--- src/logic/ai_consts.svh ---
`ifndef AI_CONSTS_SVH
`define AI_CONSTS_SVH

//////////////////////////////
// shared memory
//////////////////////////////

// word address into the shared memory
`define AI_ADDR_W 10
`define AI_DATA_W 32
`define AI_MEM_WORDS 1024

// every length field, wide enough for a full weight block
`define AI_LEN_W 9

//////////////////////////////
// local buffers
//////////////////////////////

`define AI_IFM_DEPTH 16
`define AI_WGT_DEPTH 256
`define AI_OFM_DEPTH 16

`endif

--- src/logic/ai_pkg.sv ---
`default_nettype none

package ai_pkg;

    // control unit steps for one layer
    typedef enum logic [2:0] {
        cu_idle,
        cu_fetch,
        cu_start_seq,
        cu_wait_seq,
        cu_writeback,
        cu_done
    } cu_state_t;

    // one output per clear/mac.../store round
    typedef enum logic [1:0] {
        seq_idle,
        seq_clear,
        seq_mac,
        seq_store
    } seq_state_t;

    // burst direction, seen from the shared memory
    typedef enum logic {
        mem_rd,
        mem_wr
    } mem_dir_t;

    // target of a buffer access
    typedef enum logic [1:0] {
        buf_ifm,
        buf_wgt,
        buf_ofm
    } buf_sel_t;

endpackage

`default_nettype wire

--- src/logic/ai_mem_if.sv ---
`timescale 1ns/1ps
`default_nettype none

`include "ai_consts.svh"

interface ai_mem_if;

    // level request, held with stable fields until done
    logic                  req;
    ai_pkg::mem_dir_t      dir;
    logic [`AI_ADDR_W-1:0] addr_a;
    logic [`AI_LEN_W-1:0]  len_a;
    // second pair, only used by reads (weights)
    logic [`AI_ADDR_W-1:0] addr_b;
    logic [`AI_LEN_W-1:0]  len_b;
    logic                  done;

    modport cu (
        output req, dir, addr_a, len_a, addr_b, len_b,
        input  done
    );

    modport mc (
        input  req, dir, addr_a, len_a, addr_b, len_b,
        output done
    );

endinterface

`default_nettype wire

--- src/logic/ai_seq_if.sv ---
`timescale 1ns/1ps
`default_nettype none

`include "ai_consts.svh"

interface ai_seq_if;

    // control part, start is a single-cycle pulse
    logic                  start;
    logic [`AI_LEN_W-1:0]  ifm_len;
    logic [`AI_LEN_W-1:0]  ofm_len;
    logic                  done;

    // buffer part, ofm read data lags the address by one cycle
    logic                  buf_wr_en;
    ai_pkg::buf_sel_t      buf_sel;
    logic [`AI_LEN_W-1:0]  buf_addr;
    logic [`AI_DATA_W-1:0] buf_wdata;
    logic [`AI_DATA_W-1:0] buf_rdata;

    modport cu (
        output start, ifm_len, ofm_len,
        input  done
    );

    modport seq (
        input  start, ifm_len, ofm_len,
        output done
    );

    modport mc (
        output buf_wr_en, buf_sel, buf_addr, buf_wdata,
        input  buf_rdata
    );

    // buffer owner side
    modport lbuf (
        input  buf_wr_en, buf_sel, buf_addr, buf_wdata,
        output buf_rdata
    );

endinterface

`default_nettype wire

--- src/logic/ai_cu_fsm.sv ---
`timescale 1ns/1ps
`default_nettype none

`include "ai_consts.svh"

module ai_cu_fsm (
    input  wire logic                  clk,
    input  wire logic                  rst,
    input  wire logic                  start,
    input  wire logic [`AI_ADDR_W-1:0] ifm_base,
    input  wire logic [`AI_ADDR_W-1:0] wgt_base,
    input  wire logic [`AI_ADDR_W-1:0] ofm_base,
    input  wire logic [`AI_LEN_W-1:0]  ifm_len,
    input  wire logic [`AI_LEN_W-1:0]  ofm_len,
    ai_mem_if.cu                       mem,
    ai_seq_if.cu                       seq,
    output logic                       busy,
    output logic                       phase_fetch,
    output logic                       phase_compute,
    output logic                       phase_writeback,
    output logic                       layer_done
);

    localparam int LW = `AI_LEN_W;

    ai_pkg::cu_state_t     state;

    logic [`AI_ADDR_W-1:0] ifm_base_q;
    logic [`AI_ADDR_W-1:0] wgt_base_q;
    logic [`AI_ADDR_W-1:0] ofm_base_q;
    logic [LW-1:0]         ifm_len_q;
    logic [LW-1:0]         ofm_len_q;
    logic [LW-1:0]         wgt_len_q;
    logic [2*LW-1:0]       wgt_len_full;

    // one weight row per output
    assign wgt_len_full = ifm_len * ofm_len;

    //////////////////////////////
    // configuration latch
    //////////////////////////////

    always_ff @(posedge clk) begin
        if (state == ai_pkg::cu_idle && start) begin
            ifm_base_q <= ifm_base;
            wgt_base_q <= wgt_base;
            ofm_base_q <= ofm_base;
            ifm_len_q  <= ifm_len;
            ofm_len_q  <= ofm_len;
            wgt_len_q  <= wgt_len_full[LW-1:0];
        end
    end

    //////////////////////////////
    // layer steps
    //////////////////////////////

    always_ff @(posedge clk or posedge rst) begin
        if (rst) begin
            state <= ai_pkg::cu_idle;
        end else begin
            case (state)
                ai_pkg::cu_idle:      if (start) state <= ai_pkg::cu_fetch;
                ai_pkg::cu_fetch:     if (mem.done) state <= ai_pkg::cu_start_seq;
                ai_pkg::cu_start_seq: state <= ai_pkg::cu_wait_seq;
                ai_pkg::cu_wait_seq:  if (seq.done) state <= ai_pkg::cu_writeback;
                ai_pkg::cu_writeback: if (mem.done) state <= ai_pkg::cu_done;
                ai_pkg::cu_done:      state <= ai_pkg::cu_idle;
                default:              state <= ai_pkg::cu_idle;
            endcase
        end
    end

    assign phase_fetch     = (state == ai_pkg::cu_fetch);
    // the start pulse cycle counts as compute
    assign phase_compute   = (state == ai_pkg::cu_start_seq) || (state == ai_pkg::cu_wait_seq);
    assign phase_writeback = (state == ai_pkg::cu_writeback);
    assign layer_done      = (state == ai_pkg::cu_done);
    assign busy            = (state != ai_pkg::cu_idle) && !layer_done;

    // memory request: ifm+wgt pair on fetch, ofm on writeback
    assign mem.req    = phase_fetch || phase_writeback;
    assign mem.dir    = phase_writeback ? ai_pkg::mem_wr : ai_pkg::mem_rd;
    assign mem.addr_a = phase_writeback ? ofm_base_q : ifm_base_q;
    assign mem.len_a  = phase_writeback ? ofm_len_q : ifm_len_q;
    assign mem.addr_b = wgt_base_q;
    assign mem.len_b  = wgt_len_q;

    assign seq.start   = (state == ai_pkg::cu_start_seq);
    assign seq.ifm_len = ifm_len_q;
    assign seq.ofm_len = ofm_len_q;

    //////////////////////////////
    // checks
    //////////////////////////////

    phase_onehot_a: assert property (@(posedge clk) disable iff (rst)
        $onehot0({phase_fetch, phase_compute, phase_writeback}));

    // a request only follows a start or the end of compute
    req_rise_a: assert property (@(posedge clk) disable iff (rst)
        $rose(mem.req) |-> $past(start) || $past(seq.done));

endmodule

`default_nettype wire

--- src/flat_wrapper.sv ---
// flat-port wrapper written by rule: the top's interface ports become plain ports
module ai_cu_fsm_flat 
  (clk, rst, start, ifm_base, wgt_base, ofm_base, ifm_len, ofm_len, busy, phase_fetch, phase_compute, phase_writeback, layer_done, mem_req, mem_dir, mem_addr_a, mem_len_a, mem_addr_b, mem_len_b, mem_done, seq_start, seq_ifm_len, seq_ofm_len, seq_done);
  ai_mem_if mem_i ();
  ai_seq_if seq_i ();
  input  wire logic clk;
  input  wire logic rst;
  input  wire logic start;
  input  wire logic [`AI_ADDR_W-1:0] ifm_base;
  input  wire logic [`AI_ADDR_W-1:0] wgt_base;
  input  wire logic [`AI_ADDR_W-1:0] ofm_base;
  input  wire logic [`AI_LEN_W-1:0] ifm_len;
  input  wire logic [`AI_LEN_W-1:0] ofm_len;
  output logic busy;
  output logic phase_fetch;
  output logic phase_compute;
  output logic phase_writeback;
  output logic layer_done;
  output wire logic [$bits(mem_i.req)-1:0] mem_req;
  output wire logic [$bits(mem_i.dir)-1:0] mem_dir;
  output wire logic [$bits(mem_i.addr_a)-1:0] mem_addr_a;
  output wire logic [$bits(mem_i.len_a)-1:0] mem_len_a;
  output wire logic [$bits(mem_i.addr_b)-1:0] mem_addr_b;
  output wire logic [$bits(mem_i.len_b)-1:0] mem_len_b;
  input wire logic [$bits(mem_i.done)-1:0] mem_done;
  output wire logic [$bits(seq_i.start)-1:0] seq_start;
  output wire logic [$bits(seq_i.ifm_len)-1:0] seq_ifm_len;
  output wire logic [$bits(seq_i.ofm_len)-1:0] seq_ofm_len;
  input wire logic [$bits(seq_i.done)-1:0] seq_done;
  assign mem_req = mem_i.req;
  assign mem_dir = mem_i.dir;
  assign mem_addr_a = mem_i.addr_a;
  assign mem_len_a = mem_i.len_a;
  assign mem_addr_b = mem_i.addr_b;
  assign mem_len_b = mem_i.len_b;
  assign mem_i.done = mem_done;
  assign seq_start = seq_i.start;
  assign seq_ifm_len = seq_i.ifm_len;
  assign seq_ofm_len = seq_i.ofm_len;
  assign seq_i.done = seq_done;
  ai_cu_fsm u_core (.clk(clk), .rst(rst), .start(start), .ifm_base(ifm_base), .wgt_base(wgt_base), .ofm_base(ofm_base), .ifm_len(ifm_len), .ofm_len(ofm_len), .mem(mem_i), .seq(seq_i), .busy(busy), .phase_fetch(phase_fetch), .phase_compute(phase_compute), .phase_writeback(phase_writeback), .layer_done(layer_done));
endmodule
--- config.mk ---
export PLATFORM = sky130hd
export DESIGN_NAME = ai_cu_fsm_flat
export DESIGN_NICKNAME = d
export VERILOG_FILES = /design/src/logic/ai_pkg.sv /design/src/logic/ai_mem_if.sv /design/src/logic/ai_seq_if.sv /design/src/logic/ai_cu_fsm.sv /design/src/flat_wrapper.sv
export VERILOG_INCLUDE_DIRS = /design/src /design/src/logic
export SDC_FILE = /design/constraint.sdc
export NUM_CORES = 1
export LEC_CHECK = 0
export ABC_AREA = 1
export BUFFER_PORTS_ARGS = -buffer_cell sky130_fd_sc_hd__buf_2
export CORE_ASPECT_RATIO = 0.75
export CORE_UTILIZATION = 46
export CTS_CLUSTER_SIZE = 10
export DETAILED_ROUTE_END_ITERATION = 8
export GPL_TIMING_DRIVEN = 0
export PLACE_DENSITY = 0.76
export SLEW_MARGIN = 10
export SYNTH_ARGS = -nofsm -noshare
export SYNTH_HDL_FRONTEND = slang
export SYNTH_SLANG_ARGS = --single-unit
--- constraint.sdc ---
create_clock -name clk -period 3.66 [get_ports clk]
set_input_delay 0.366 -clock clk [delete_from_list [all_inputs] [get_ports clk]]
set_output_delay 0.366 -clock clk [all_outputs]
set_load 0.005 [all_outputs]
## Word level (Yosys, flattened, before mapping)

Cells that the tools add are included.

- Register bits: 60
- Bits in latches: 0
- RAM bits: 0
- Memory bits (read-only): 0
- Bits of input ports: 53
- Output and inout port bits: 64
- Word-level logic and storage cells: 33
- Memories kept: 0

- $add $sub $neg: 0
- Multiply operators: 1
- Divide/modulo/power cells: 0
- Order comparisons: 0
- Equal/unequal tests: 9
- Shift-type cells: 0
- Multiplexer cells: 8
- Bitwise operators: 0
- Reduce and logical (&&, ||, !) cells: 8

Operators with widths:

| cell | number |
|---|---|
| case mux 3 bit (5 select lines) | 1 |
| 2-to-1 mux 3 bit | 4 |
| 2-to-1 mux 10 bit | 1 |
| multiplier 9 x 9 -> 9 bit | 1 |
| 2-to-1 mux 9 bit | 1 |
| != test 2 bit, second input constant | 4 |
| == test 3 x 2 -> 1 bit, second input constant | 2 |
| == test 3 bit, second input constant | 2 |
| AND reduction 4 bit | 1 |
| == test 3 x 1 -> 1 bit, second input constant | 1 |
| zero test 3 bit | 1 |
| nonzero test 3 bit | 1 |
| logical AND 1 bit | 2 |
| logical OR 1 bit | 2 |
| zero test 1 bit | 1 |
| 2-to-1 mux 1 bit | 1 |

## Depth between registers and ports, before layout

Gate-level depths: netlist of the first run.

- Word-level depth: 3
- Gate-level depth with buffers: 20
- Gate-level depth less buffers: 19

## Least setup slack after synthesis of the first run

No wires, ideal clock.

- Path kind: input-to-reg
- Start point: input port ofm_len[1]
- End point: register u_core.wgt_len_q[8], in the netlist u_core.mem.len_b[8], data pin
- Library setup time: 0.252 ns
- Arrival time: 3.694 ns
- Required time: 3.408 ns
- Setup slack: -0.286 ns
- Stages on the path: 20
- Path buffers: 1
- Cell sequence: clkbuf_1 nand2_1 fa_1 inv_1 fa_1 inv_1 fa_1 fa_1 inv_1 ha_1 nand3_1 nand3_1 inv_1 nand2_1 nand2_1 nand2_1 nand2_1 inv_1 nand3_1 nand2_1

- Word-level cells in the longest chain between the ends: 1

RTL lines:

| element | line | RTL |
|---|---|---|
| start: declaration | flat_wrapper.sv:13 | `` input wire logic [`AI_LEN_W-1:0] ofm_len; `` |
| multiplier 9 x 9 -> 9 bit | ai_cu_fsm.sv:37 | `assign wgt_len_full = ifm_len * ofm_len;` |
| net u_core.wgt_len_full[8] | ai_cu_fsm.sv:34 | `logic [2*LW-1:0] wgt_len_full;` |
| end signal: assignment | ai_cu_fsm.sv:50 | `wgt_len_q <= wgt_len_full[LW-1:0];` |
| end: declaration | ai_cu_fsm.sv:33 | `logic [LW-1:0] wgt_len_q;` |

The timed path passes the listed nets, and every way through them passes these cells.
A chain may end at the register's enable or synchronous reset.

## Final worst setup path of the first run

- Start point: input port ofm_len[0]
- End point: register u_core.wgt_len_q[8], in the netlist u_core.mem.len_b[8], data pin

The elaborated chain is that of the path after synthesis.

==> flow_summary.toml, run 1 <==
[sta]
maxSlewViolCount = 0
rsz0062_at_grt = "false"
fmax_mhz = 279
period_share_pct = 98.0
setup_tns_ns = 0
finalHoldViolations = 0
setup_violations = 0
setup_ws_ns = 0.0737
slew_headroom_pct = 45.6
tightestPinTransition_ns = 0.814
fin_skew_ns = 0.00602
period_minus_slack_ns = 3.59

[setup_path]
r2r-start = "u_core.state[1]"
ff2ff_setup_slack_ns = 1.54
cp_max_fo = 5
path_cells = "buf_6 > buf_6 > nand2_2 > fa_1 > inv_2 > fa_1 > inv_2 > fa_1 > fa_1 > inv_2 > ha_4 > nand3_4 > nand3_4 > nand3_2 > nand2_1 > nand2_1 > nand2_2 > inv_2 > nand3_2 > nand2_1"
critPathArrivalTime_ns = 3.68
crit_type = "primary input to register"
crit_path_max_incr_delay_ns = 0.54
endpoint_kind = "register"
reg2reg_depth = 6
start_kind = "primary input"
required_ns = 3.75
reg2reg_to = "u_core.ifm_base_q[2]"
crit_path_top_delay_cell = "fa_1"

[cells_and_area]
final_area_um2 = 4550
num-nets-final = 576
drive_above_1_share_pct = 34.3
num_antenna_cells = 0
final_cell_mix = "nand2_1 (139), buf_2 (112), inv_1 (61)"
area_growth_pct = 32.9
mostFrequentLayoutCell = "nand2_1"

[yosys]
yosysSeqAreaShare_pct = 52.2
ys_warn_count = 0
async_flop_share_pct = 5.00
avgSynthCellArea_um2 = 9.59
syn_area_um2 = 3420
synth_cells = 357
ys_ff_latch = 60
syn-num-nets = 445
synthFlopType = "edfxtp_1"
synth_cell_type_count = 22
synth_edf_count = 57

[grt]
met3_usage_pct = 5.56
use_met2_pct = 37.0
global_route.usage.met1_pct = 25.9
busiest_layer = "met2"
first_global_vias = 2707
gr-total-overflow = 0
grt_pass1_wl_um = 12500
grt_max_degree = 30
track_usage_pct = 21.4
antenna_found_initial = 0

[die]
die_h_um = 76.7
core_area_um2 = 6990
start_util_pct = 48.9
die_area_um2 = 7790
die_w_um = 102
row_count = 26
io-pin-count = 117

[clocking]
clockRootBuffer = "clkbuf_8"
cts_tree = "built"
clock_latency_ns = 0.33
cts_sinks = 60
cts-buffers-inserted = 9
clk_path_buf_depth = 2
htree_levels = 3
clk_pin_slew_ns = 0.07

[pwr]
p_per_area_nw_per_um2 = 591
ir_drop_mv = 0.271
power_leakage_uw = 0.00237

[drt]
routedWlPerCell_um = 13.6
drt-total-wl_um = 8050
drtIter0Drc = 108
routed_via_density = 4.81
vias = 2844
ant_nets = 0
first_pass_iters = 4
drc = 0

[flow_run]
max_cap_viol_count = 0

[run_status]
status = "complete, no violations"

[min_path]
whs_path_depth = 1
hp-class = "primary input to register"
hold_path_end = "u_core.ifm_base_q[7]"
hold_path_startpoint = "ifm_base[7]"

[placed_design]
post-place-ws_ns = -0.416
place_area_um2 = 4210
gp_congestion = 0.920
dpl.hpwl_um = 5910
io_buffer_count = 116
[layout make-up]
| class | count | area (um2) |
|---|---|---|
| fill | 560 | 2440 |
| sequential | 60 | 1790 |
| multi-input combinational | 219 | 1410 |
| timing repair buffer | 125 | 699 |
| inverter | 67 | 251 |
| clock buffer | 13 | 169 |
| tap | 98 | 123 |
| clock inverter | 3 | 68.8 |
| buffer | 6 | 38.8 |
[repair_timing]
action / 4_1_cts / 5_1_grt
resized for setup: 4 / 27
pin swaps: 5 / 12
hold buffers: 1 / 0
endpoints found under the setup margin: 1 / 1
buffers inserted: 3 / 4
endpoints found under the hold margin: 3 / 0
[through the flow]
stage	hold slack, ns	std cells	utilization [%]	total power, uW
after floorplan	0.120	357	-	1580
after global placement	0.235	571	59.9	1900
after detailed placement	0.236	572	60.3	1950
after CTS	0.185	592	64.4	2660
after global routing	0.178	591	65.1	2880
final	0.202	591	65.1	2690
[critical path: cells and delay by family]
family / cells / cell delay, ns
fa+ha+maj: 5 / 2.34
buf+inv: 6 / 0.36
simple gates: 9 / 0.61
[synth_stat cells, drive strengths merged, types with 2 or more instances]
library cell	instances	share of area (%)
nand2	145	16
inv	67	7.3
edfxtp	57	50
nand3	20	2.9
fa	18	11
ha	17	6.2
buf	10	1.6
nor2	7	0.84
o21ai	4	0.58
dfrtp	3	2.2
xor2	2	0.51
[worst max-delay path by stage]
stage | from | to | slack [ns]
after floorplan | ofm_len[2] | u_core.mem.len_b[8] | 0.009
after global placement | u_core.state[1] | u_core.mem.len_b[7] | -0.88
after detailed placement | ofm_len[2] | u_core.mem.len_b[8] | -0.42
after CTS | ofm_len[1] | u_core.mem.len_b[8] | 0.001
after global routing | ofm_len[0] | u_core.mem.len_b[8] | 0.007
final | ofm_len[0] | u_core.mem.len_b[8] | 0.07
[registers in the layout, summed over array words and instances (netlist names)]
| name | count |
|---|---|
| u_core.ifm_base_q | 10 |
| u_core.mem.addr_b | 10 |
| u_core.ofm_base_q | 10 |
| u_core.mem.len_b | 9 |
| u_core.seq.ifm_len | 9 |
| u_core.seq.ofm_len | 9 |
| u_core.state | 3 |
[power by group]
part           internal [uW]  switching (uW)
Combinational            404             568
Sequential               969            59.2
Clock                    441             250
[cell families (layout without fill, tap and decap cells)]
kind of cell / after synthesis / count (layout) / synth area share, %
xor+xnor: 2 / 2 / 0.512
simple gates: 175 / 175 / 20.2
compound gates: 7 / 7 / 1.28
flops: 60 / 60 / 52.2
fa+ha+maj: 35 / 35 / 16.7
buf+inv: 78 / 214 / 9.06
[layer usage]
metal  routed length (um)  up-vias
li1                     -     1374
met3                  620        8
met5                    0        -
met1                 3330     1334
met2                 4010      128
met4                   94        0
Power figures use the tool's default switching activity.
==> run 2, diff against run 1 <==
--- a/config.mk
+++ b/config.mk
@@ -7,13 +7,13 @@
 export NUM_CORES = 1
 export LEC_CHECK = 0
 export ABC_AREA = 1
-export BUFFER_PORTS_ARGS = -buffer_cell sky130_fd_sc_hd__buf_2
 export CORE_ASPECT_RATIO = 0.75
-export CORE_UTILIZATION = 46
+export CORE_UTILIZATION = 57
 export CTS_CLUSTER_SIZE = 10
 export DETAILED_ROUTE_END_ITERATION = 8
+export DONT_BUFFER_PORTS = 1
 export GPL_TIMING_DRIVEN = 0
-export PLACE_DENSITY = 0.76
+export PLACE_DENSITY = 0.74
 export SLEW_MARGIN = 10
 export SYNTH_ARGS = -nofsm -noshare
 export SYNTH_HDL_FRONTEND = slang
==> run 2 against run 1 <==
- global-route usage rose by 3.8 points
- largest cell class unchanged
- first-iteration DRC count grew 50%
- count of clock-buffer cells in the layout fell by 2
- sequential share of layout area grew 7.1 points
- critical endpoint unchanged
==> flow_summary.toml, run 2 (synthesized netlist as in run 1, its figures left out) <==
[grt]
antenna_found_initial = 0
first_global_vias = 2420
gr-total-overflow = 0
grt_pass1_wl_um = 12000
track_usage_pct = 25.3
grt_max_degree = 30

[flow_run]
max_cap_viol_count = 0

[clocking]
clk_path_buf_depth = 2
cts_tree = "built"
cts_sinks = 60
clk_pin_slew_ns = 0.07
htree_levels = 3
cts-buffers-inserted = 9
clock_latency_ns = 0.33
clockRootBuffer = "clkbuf_8"

[setup_path]
cp_max_fo = 8
crit_path_top_delay_cell = "fa_1"
crit_path_max_incr_delay_ns = 0.54
crit_path_frequent_cell = "fa_1"
start_kind = "primary input"
crit_type = "primary input to register"
required_ns = 3.75
critPathArrivalTime_ns = 3.66
endpoint_kind = "register"
path_cells = "buf_8 > nand2_4 > fa_1 > inv_1 > fa_1 > inv_1 > fa_1 > fa_1 > inv_2 > ha_4 > nand3_2 > nand3_4 > nand3_2 > nand2_2 > nand2_1 > nand2_2 > inv_1 > nand3_1 > nand2_1"

[die]
row_count = 24
io-pin-count = 117
die_area_um2 = 6320
core_area_um2 = 5800
start_util_pct = 59.1
die_h_um = 69.1
die_w_um = 91.5

[sta]
period_share_pct = 97.5
tightestPinTransition_ns = 0.817
fin_skew_ns = 0.00473
fin_hold_ws_ns = 0.128
period_minus_slack_ns = 3.57
maxSlewViolCount = 0
slew_headroom_pct = 45.4
setup_violations = 0
fmax_mhz = 280
setup_tns_ns = 0
finalHoldViolations = 0

[cells_and_area]
num_antenna_cells = 0
final_cell_mix = "nand2_1 (139), inv_1 (64), edfxtp_1 (57)"
mostFrequentLayoutCell = "nand2_1"
area_growth_pct = 12.5
drive_above_1_share_pct = 12.0
num-nets-final = 459

[drt]
drtIter0Drc = 162
first_pass_iters = 4
drt-total-wl_um = 7500
drc = 0
ant_nets = 0
routedWlPerCell_um = 16.5
routed_via_density = 5.30
vias = 2408

[pwr]
power_leakage_uw = 0.00187
ir_drop_mv = 0.201
p_per_area_nw_per_um2 = 609

[placed_design]
dpl.hpwl_um = 5710
gp_congestion = 0.787
io_buffer_count = 0

[run_status]
status = "complete, no violations"

[min_path]
hp-class = "primary input to register"
## run 2: changes by cell type in the layout (fill, tap and decap cells not counted), moves of 2 or more
cell and delta:
clkbuf_8 -3, buf_4 -7, clkinv_2 +3, nand3_1 +2, buf_6 -3, buf_2 -107
inv_1 +3, inv_2 -3
## run 2: cell type report
type / instances / area [um2]
inverter: 67 / 251
buffer: 11 / 98.8
clock inverter: 5 / 52.6
multi-input combinational: 219 / 1390
tap: 78 / 97.6
clock buffer: 11 / 131
timing repair buffer: 3 / 37.5
sequential: 60 / 1790
fill: 423 / 1950
## run 2: final timing paths
| kind | startpoint | endpoint | slack (ns) | depth (start not counted) |
|---|---|---|---|---|
| hold / removal | ifm_base[8] | u_core.ifm_base_q[8] | 0.13 | 0 |
| min in group asynchronous | rst | u_core.state[1] | 0.36 | 2 |
| setup / recovery | ofm_len[2] | u_core.mem.len_b[8] | 0.09 | 19 |
| max in group asynchronous | rst | u_core.state[0] | 3.17 | 2 |
| setup reg to reg | u_core.state[1] | u_core.seq.ofm_len[8] | 1.49 | 6 |
| hold reg to reg | u_core.state[0] | u_core.state[0] | 0.59 | 2 |
## run 2: per-stage QoR
| stage | util [%] | setup WS [ns] | total power (uW) | std cells | area (um2) |
|---|---|---|---|---|---|
| floorplan | - | 0.00902 | 1580 | 357 | 3480 |
| global placement | 61.8 | -0.838 | 1720 | 435 | 3580 |
| detailed placement | 62.3 | -0.328 | 1760 | 436 | 3610 |
| CTS | 65.6 | 0.0266 | 2320 | 453 | 3800 |
| global route | 66.4 | -0.0150 | 2490 | 454 | 3850 |
| finish | 66.4 | 0.0919 | 2340 | 454 | 3850 |
## run 2: where the power goes
part	internal, uW	switching [uW]	total (uW)
combinational	253	470	723
sequential	973	91.8	1070
clock	311	245	556
total	1540	807	2340
## run 2: critical path, delay by kind of cell
kind                     cells  cell delay (ns)
AND/OR/NAND/NOR              9             0.68
adder cells (fa/ha/maj)      5             2.30
buffers and inverters        5             0.30
## run 2: routing by layer
layer / GRT usage [%] / routed length [um] / vias up
met4: 7.41 / 114 / 0
met5: 0 / 0 / -
met3: 10.3 / 638 / 9
li1: - / - / 1136
met1: 29.8 / 2950 / 1152
met2: 42.7 / 3800 / 111
## run 2: timing repair
action                     CTS  global route
gates resized for setup      0            12
setup buffers                0             1
hold endpoints to repair     3             0
setup endpoints to repair    0             1
hold buffers                 1             0
==> run 3, diff against run 2 <==
--- a/config.mk
+++ b/config.mk
@@ -6,7 +6,6 @@
 export SDC_FILE = /design/constraint.sdc
 export NUM_CORES = 1
 export LEC_CHECK = 0
-export ABC_AREA = 1
 export CORE_ASPECT_RATIO = 0.75
 export CORE_UTILIZATION = 57
 export CTS_CLUSTER_SIZE = 10
==> run 3 against run 2 <==
- sequential cell count unchanged
- worst setup slack improved by 0.013 ns
- clock skew increased by 0.0029 ns
- count of clock-buffer cells in the layout decreased by 2
- synthesized cell count fell by 34%
- critical path depth fell by 5
- wire length shrank 18%
- sequential power fell by 7%
- die area decreased by 5.4%
- critical path type unchanged
- largest cell class unchanged
==> flow_summary.toml, run 3 <==
[drt]
first_pass_iters = 4
drc = 0
routed_via_density = 5.46
vias = 1807
drt-total-wl_um = 6140
drtIter0Drc = 70
ant_nets = 0
routedWlPerCell_um = 18.6

[yosys]
synth_top_area_share_pct = 52.9
synth_top_area_cell = "edfxtp_1"
synth_cell_type_count = 27
synth_edf_count = 57
synth_common_cells = "edfxtp_1 (57), nand2_1 (35), inv_1 (33)"
yosysSeqAreaShare_pct = 55.2
synth.most_common_cell = "edfxtp_1"
syn_area_um2 = 3230
ys_ff_latch = 60
synthFlopType = "edfxtp_1"
synth_cells = 235
syn-num-nets = 323
ys_warn_count = 0
synth_area_leaders = "edfxtp_1 (53%), fa_1 (11%), mux2_2 (6.6%), ha_1 (6.6%), nand2_1 (4.1%)"
async_flop_share_pct = 5.00
avgSynthCellArea_um2 = 13.8

[setup_path]
crit_type = "primary input to register"
crit_path_frequent_cell = "fa_1"
endpoint_kind = "register"
required_ns = 3.73
r2r-start = "u_core.state[0]"
reg2reg_depth = 5
path_cells = "clkbuf_8 > nand2_1 > fa_1 > inv_1 > fa_1 > ha_1 > inv_1 > fa_1 > inv_2 > fa_2 > a21o_1 > a21oi_2 > xnor3_1 > xnor3_1"
cp.buffers_inverters = 4
reg2reg_to = "u_core.seq.ofm_len[5]"
crit_path_top_delay_cell = "fa_1"
cp_max_fo = 9
critPathArrivalTime_ns = 3.63
ff2ff_setup_slack_ns = 1.43
start_kind = "primary input"
crit_path_max_incr_delay_ns = 0.49
path_delay_family = "adder cells"

[clocking]
clock_latency_ns = 0.33
cts_sinks = 60
cts_tree = "built"
cts-buffers-inserted = 9
htree_levels = 3
clockRootBuffer = "clkbuf_8"
postCtsSetupBuffers = 0
clk_path_buf_depth = 2
clk_pin_slew_ns = 0.07

[sta]
maxSlewViolCount = 0
setup_violations = 0
tightestPinTransition_ns = 0.753
fin_skew_ns = 0.00763
fmax_mhz = 281
period_share_pct = 97.1
finalHoldViolations = 0
slew_headroom_pct = 49.6
rsz0062_at_grt = "false"
period_minus_slack_ns = 3.56
setup_tns_ns = 0

[die]
core_area_um2 = 5410
die_h_um = 67.2
die_w_um = 89.0
die_area_um2 = 5980
row_count = 23
io-pin-count = 117
start_util_pct = 59.8

[cells_and_area]
drive_above_1_share_pct = 20.3
nFillCells = 422
area_growth_pct = 12.9
num-nets-final = 339
final_area_um2 = 3650
final_cell_mix = "edfxtp_1 (57), nand2_1 (35), inv_1 (32)"
num_antenna_cells = 0
mostFrequentLayoutCell = "edfxtp_1"
multiInputGateArea_um2 = 1350
regArea_um2 = 1790

[min_path]
whs_path_depth = 0
hold_path_startpoint = "ifm_len[4]"
hold_path_end = "u_core.seq.ifm_len[4]"
hp-class = "primary input to register"

[flow_run]
max_cap_viol_count = 0

[placed_design]
place_area_um2 = 3430
gp_congestion = 0.793
dpl.hpwl_um = 4670
io_buffer_count = 0

[pwr]
finalPower_uw = 2250
p_per_area_nw_per_um2 = 617
power_leakage_uw = 0.00149
ir_drop_mv = 0.402

[grt]
antenna_found_initial = 0
gr-total-overflow = 0
grt_max_degree = 16
track_usage_pct = 22.2
grt_pass1_wl_um = 9170
first_global_vias = 1753

[run_status]
status = "complete, no violations"
## run 3: changes by cell type in the layout (fill, tap and decap cells not counted), sizes merged, moves of 5 or more
| cell | before | now |
|---|---|---|
| nor2 | 7 | 2 |
| xnor2 | 0 | 9 |
| mux2 | 0 | 19 |
| nand3 | 20 | 0 |
| and2 | 0 | 12 |
| inv | 67 | 34 |
| nand2 | 145 | 35 |
## run 3: power breakdown
group	total [uW]	internal, uW	switching, uW
logic	667	309	358
registers	1000	939	62.6
clock network	584	317	267
## run 3: cell type report
cell class,count,area share (%)
clock buffer,9,3.39
inverter,33,3.39
sequential,60,48.9
timing repair buffer,5,1.71
tap,75,2.57
clock inverter,7,2.06
buffer,6,1.06
multi-input combinational,136,36.9
## run 3: timing repair
action | CTS | global route
hold buffers | 1 | 0
gates resized for setup | 0 | 1
endpoints found under the hold margin | 3 | 0
setup endpoints to repair | 0 | 1
## run 3: worst max-delay path by stage
| stage | from | endpoint | slack, ns | cells after the start |
|---|---|---|---|---|
| detailed placement | ofm_len[0] | u_core.mem.len_b[8] | -0.22 | 13 |
| global route | ofm_len[0] | u_core.mem.len_b[8] | 0.007 | 14 |
| global placement | ofm_len[0] | u_core.mem.len_b[8] | -0.21 | 13 |
| CTS | ofm_len[0] | u_core.mem.len_b[8] | 0.12 | 13 |
| floorplan | ofm_len[0] | u_core.mem.len_b[8] | 0.002 | 13 |
| finish | ofm_len[0] | u_core.mem.len_b[8] | 0.10 | 14 |
## run 3: metrics by stage
| step | utilization, % | worst slack (ns) | hold slack (ns) | instances |
|---|---|---|---|---|
| finish | 67.5 | 0.105 | 0.120 | 331 |
| global route | 67.5 | 0.00711 | 0.0887 | 331 |
| CTS | 67.3 | 0.115 | 0.109 | 331 |
| detailed placement | 63.4 | -0.216 | 0.133 | 314 |
| global placement | 62.4 | -0.212 | 0.129 | 310 |
| floorplan | - | 0.00247 | 0.120 | 235 |
## run 3: cell families after synthesis
logic type | after synthesis | share of synthesized area [%]
xor+xnor | 16 | 5.61
buf+inv | 39 | 4.72
fa+ha+maj | 35 | 17.7
mux | 19 | 6.62
simple gates | 57 | 8.32
compound gates | 9 | 1.78
flops | 60 | 55.2
## run 3: layer usage
layer	part of all wire, %	up-vias	track usage (%)
li1	-	823	-
met1	41	881	29.2
met2	48	91	33.8
met3	9.5	12	8.68
met4	1.8	0	7.74
met5	0	-	0
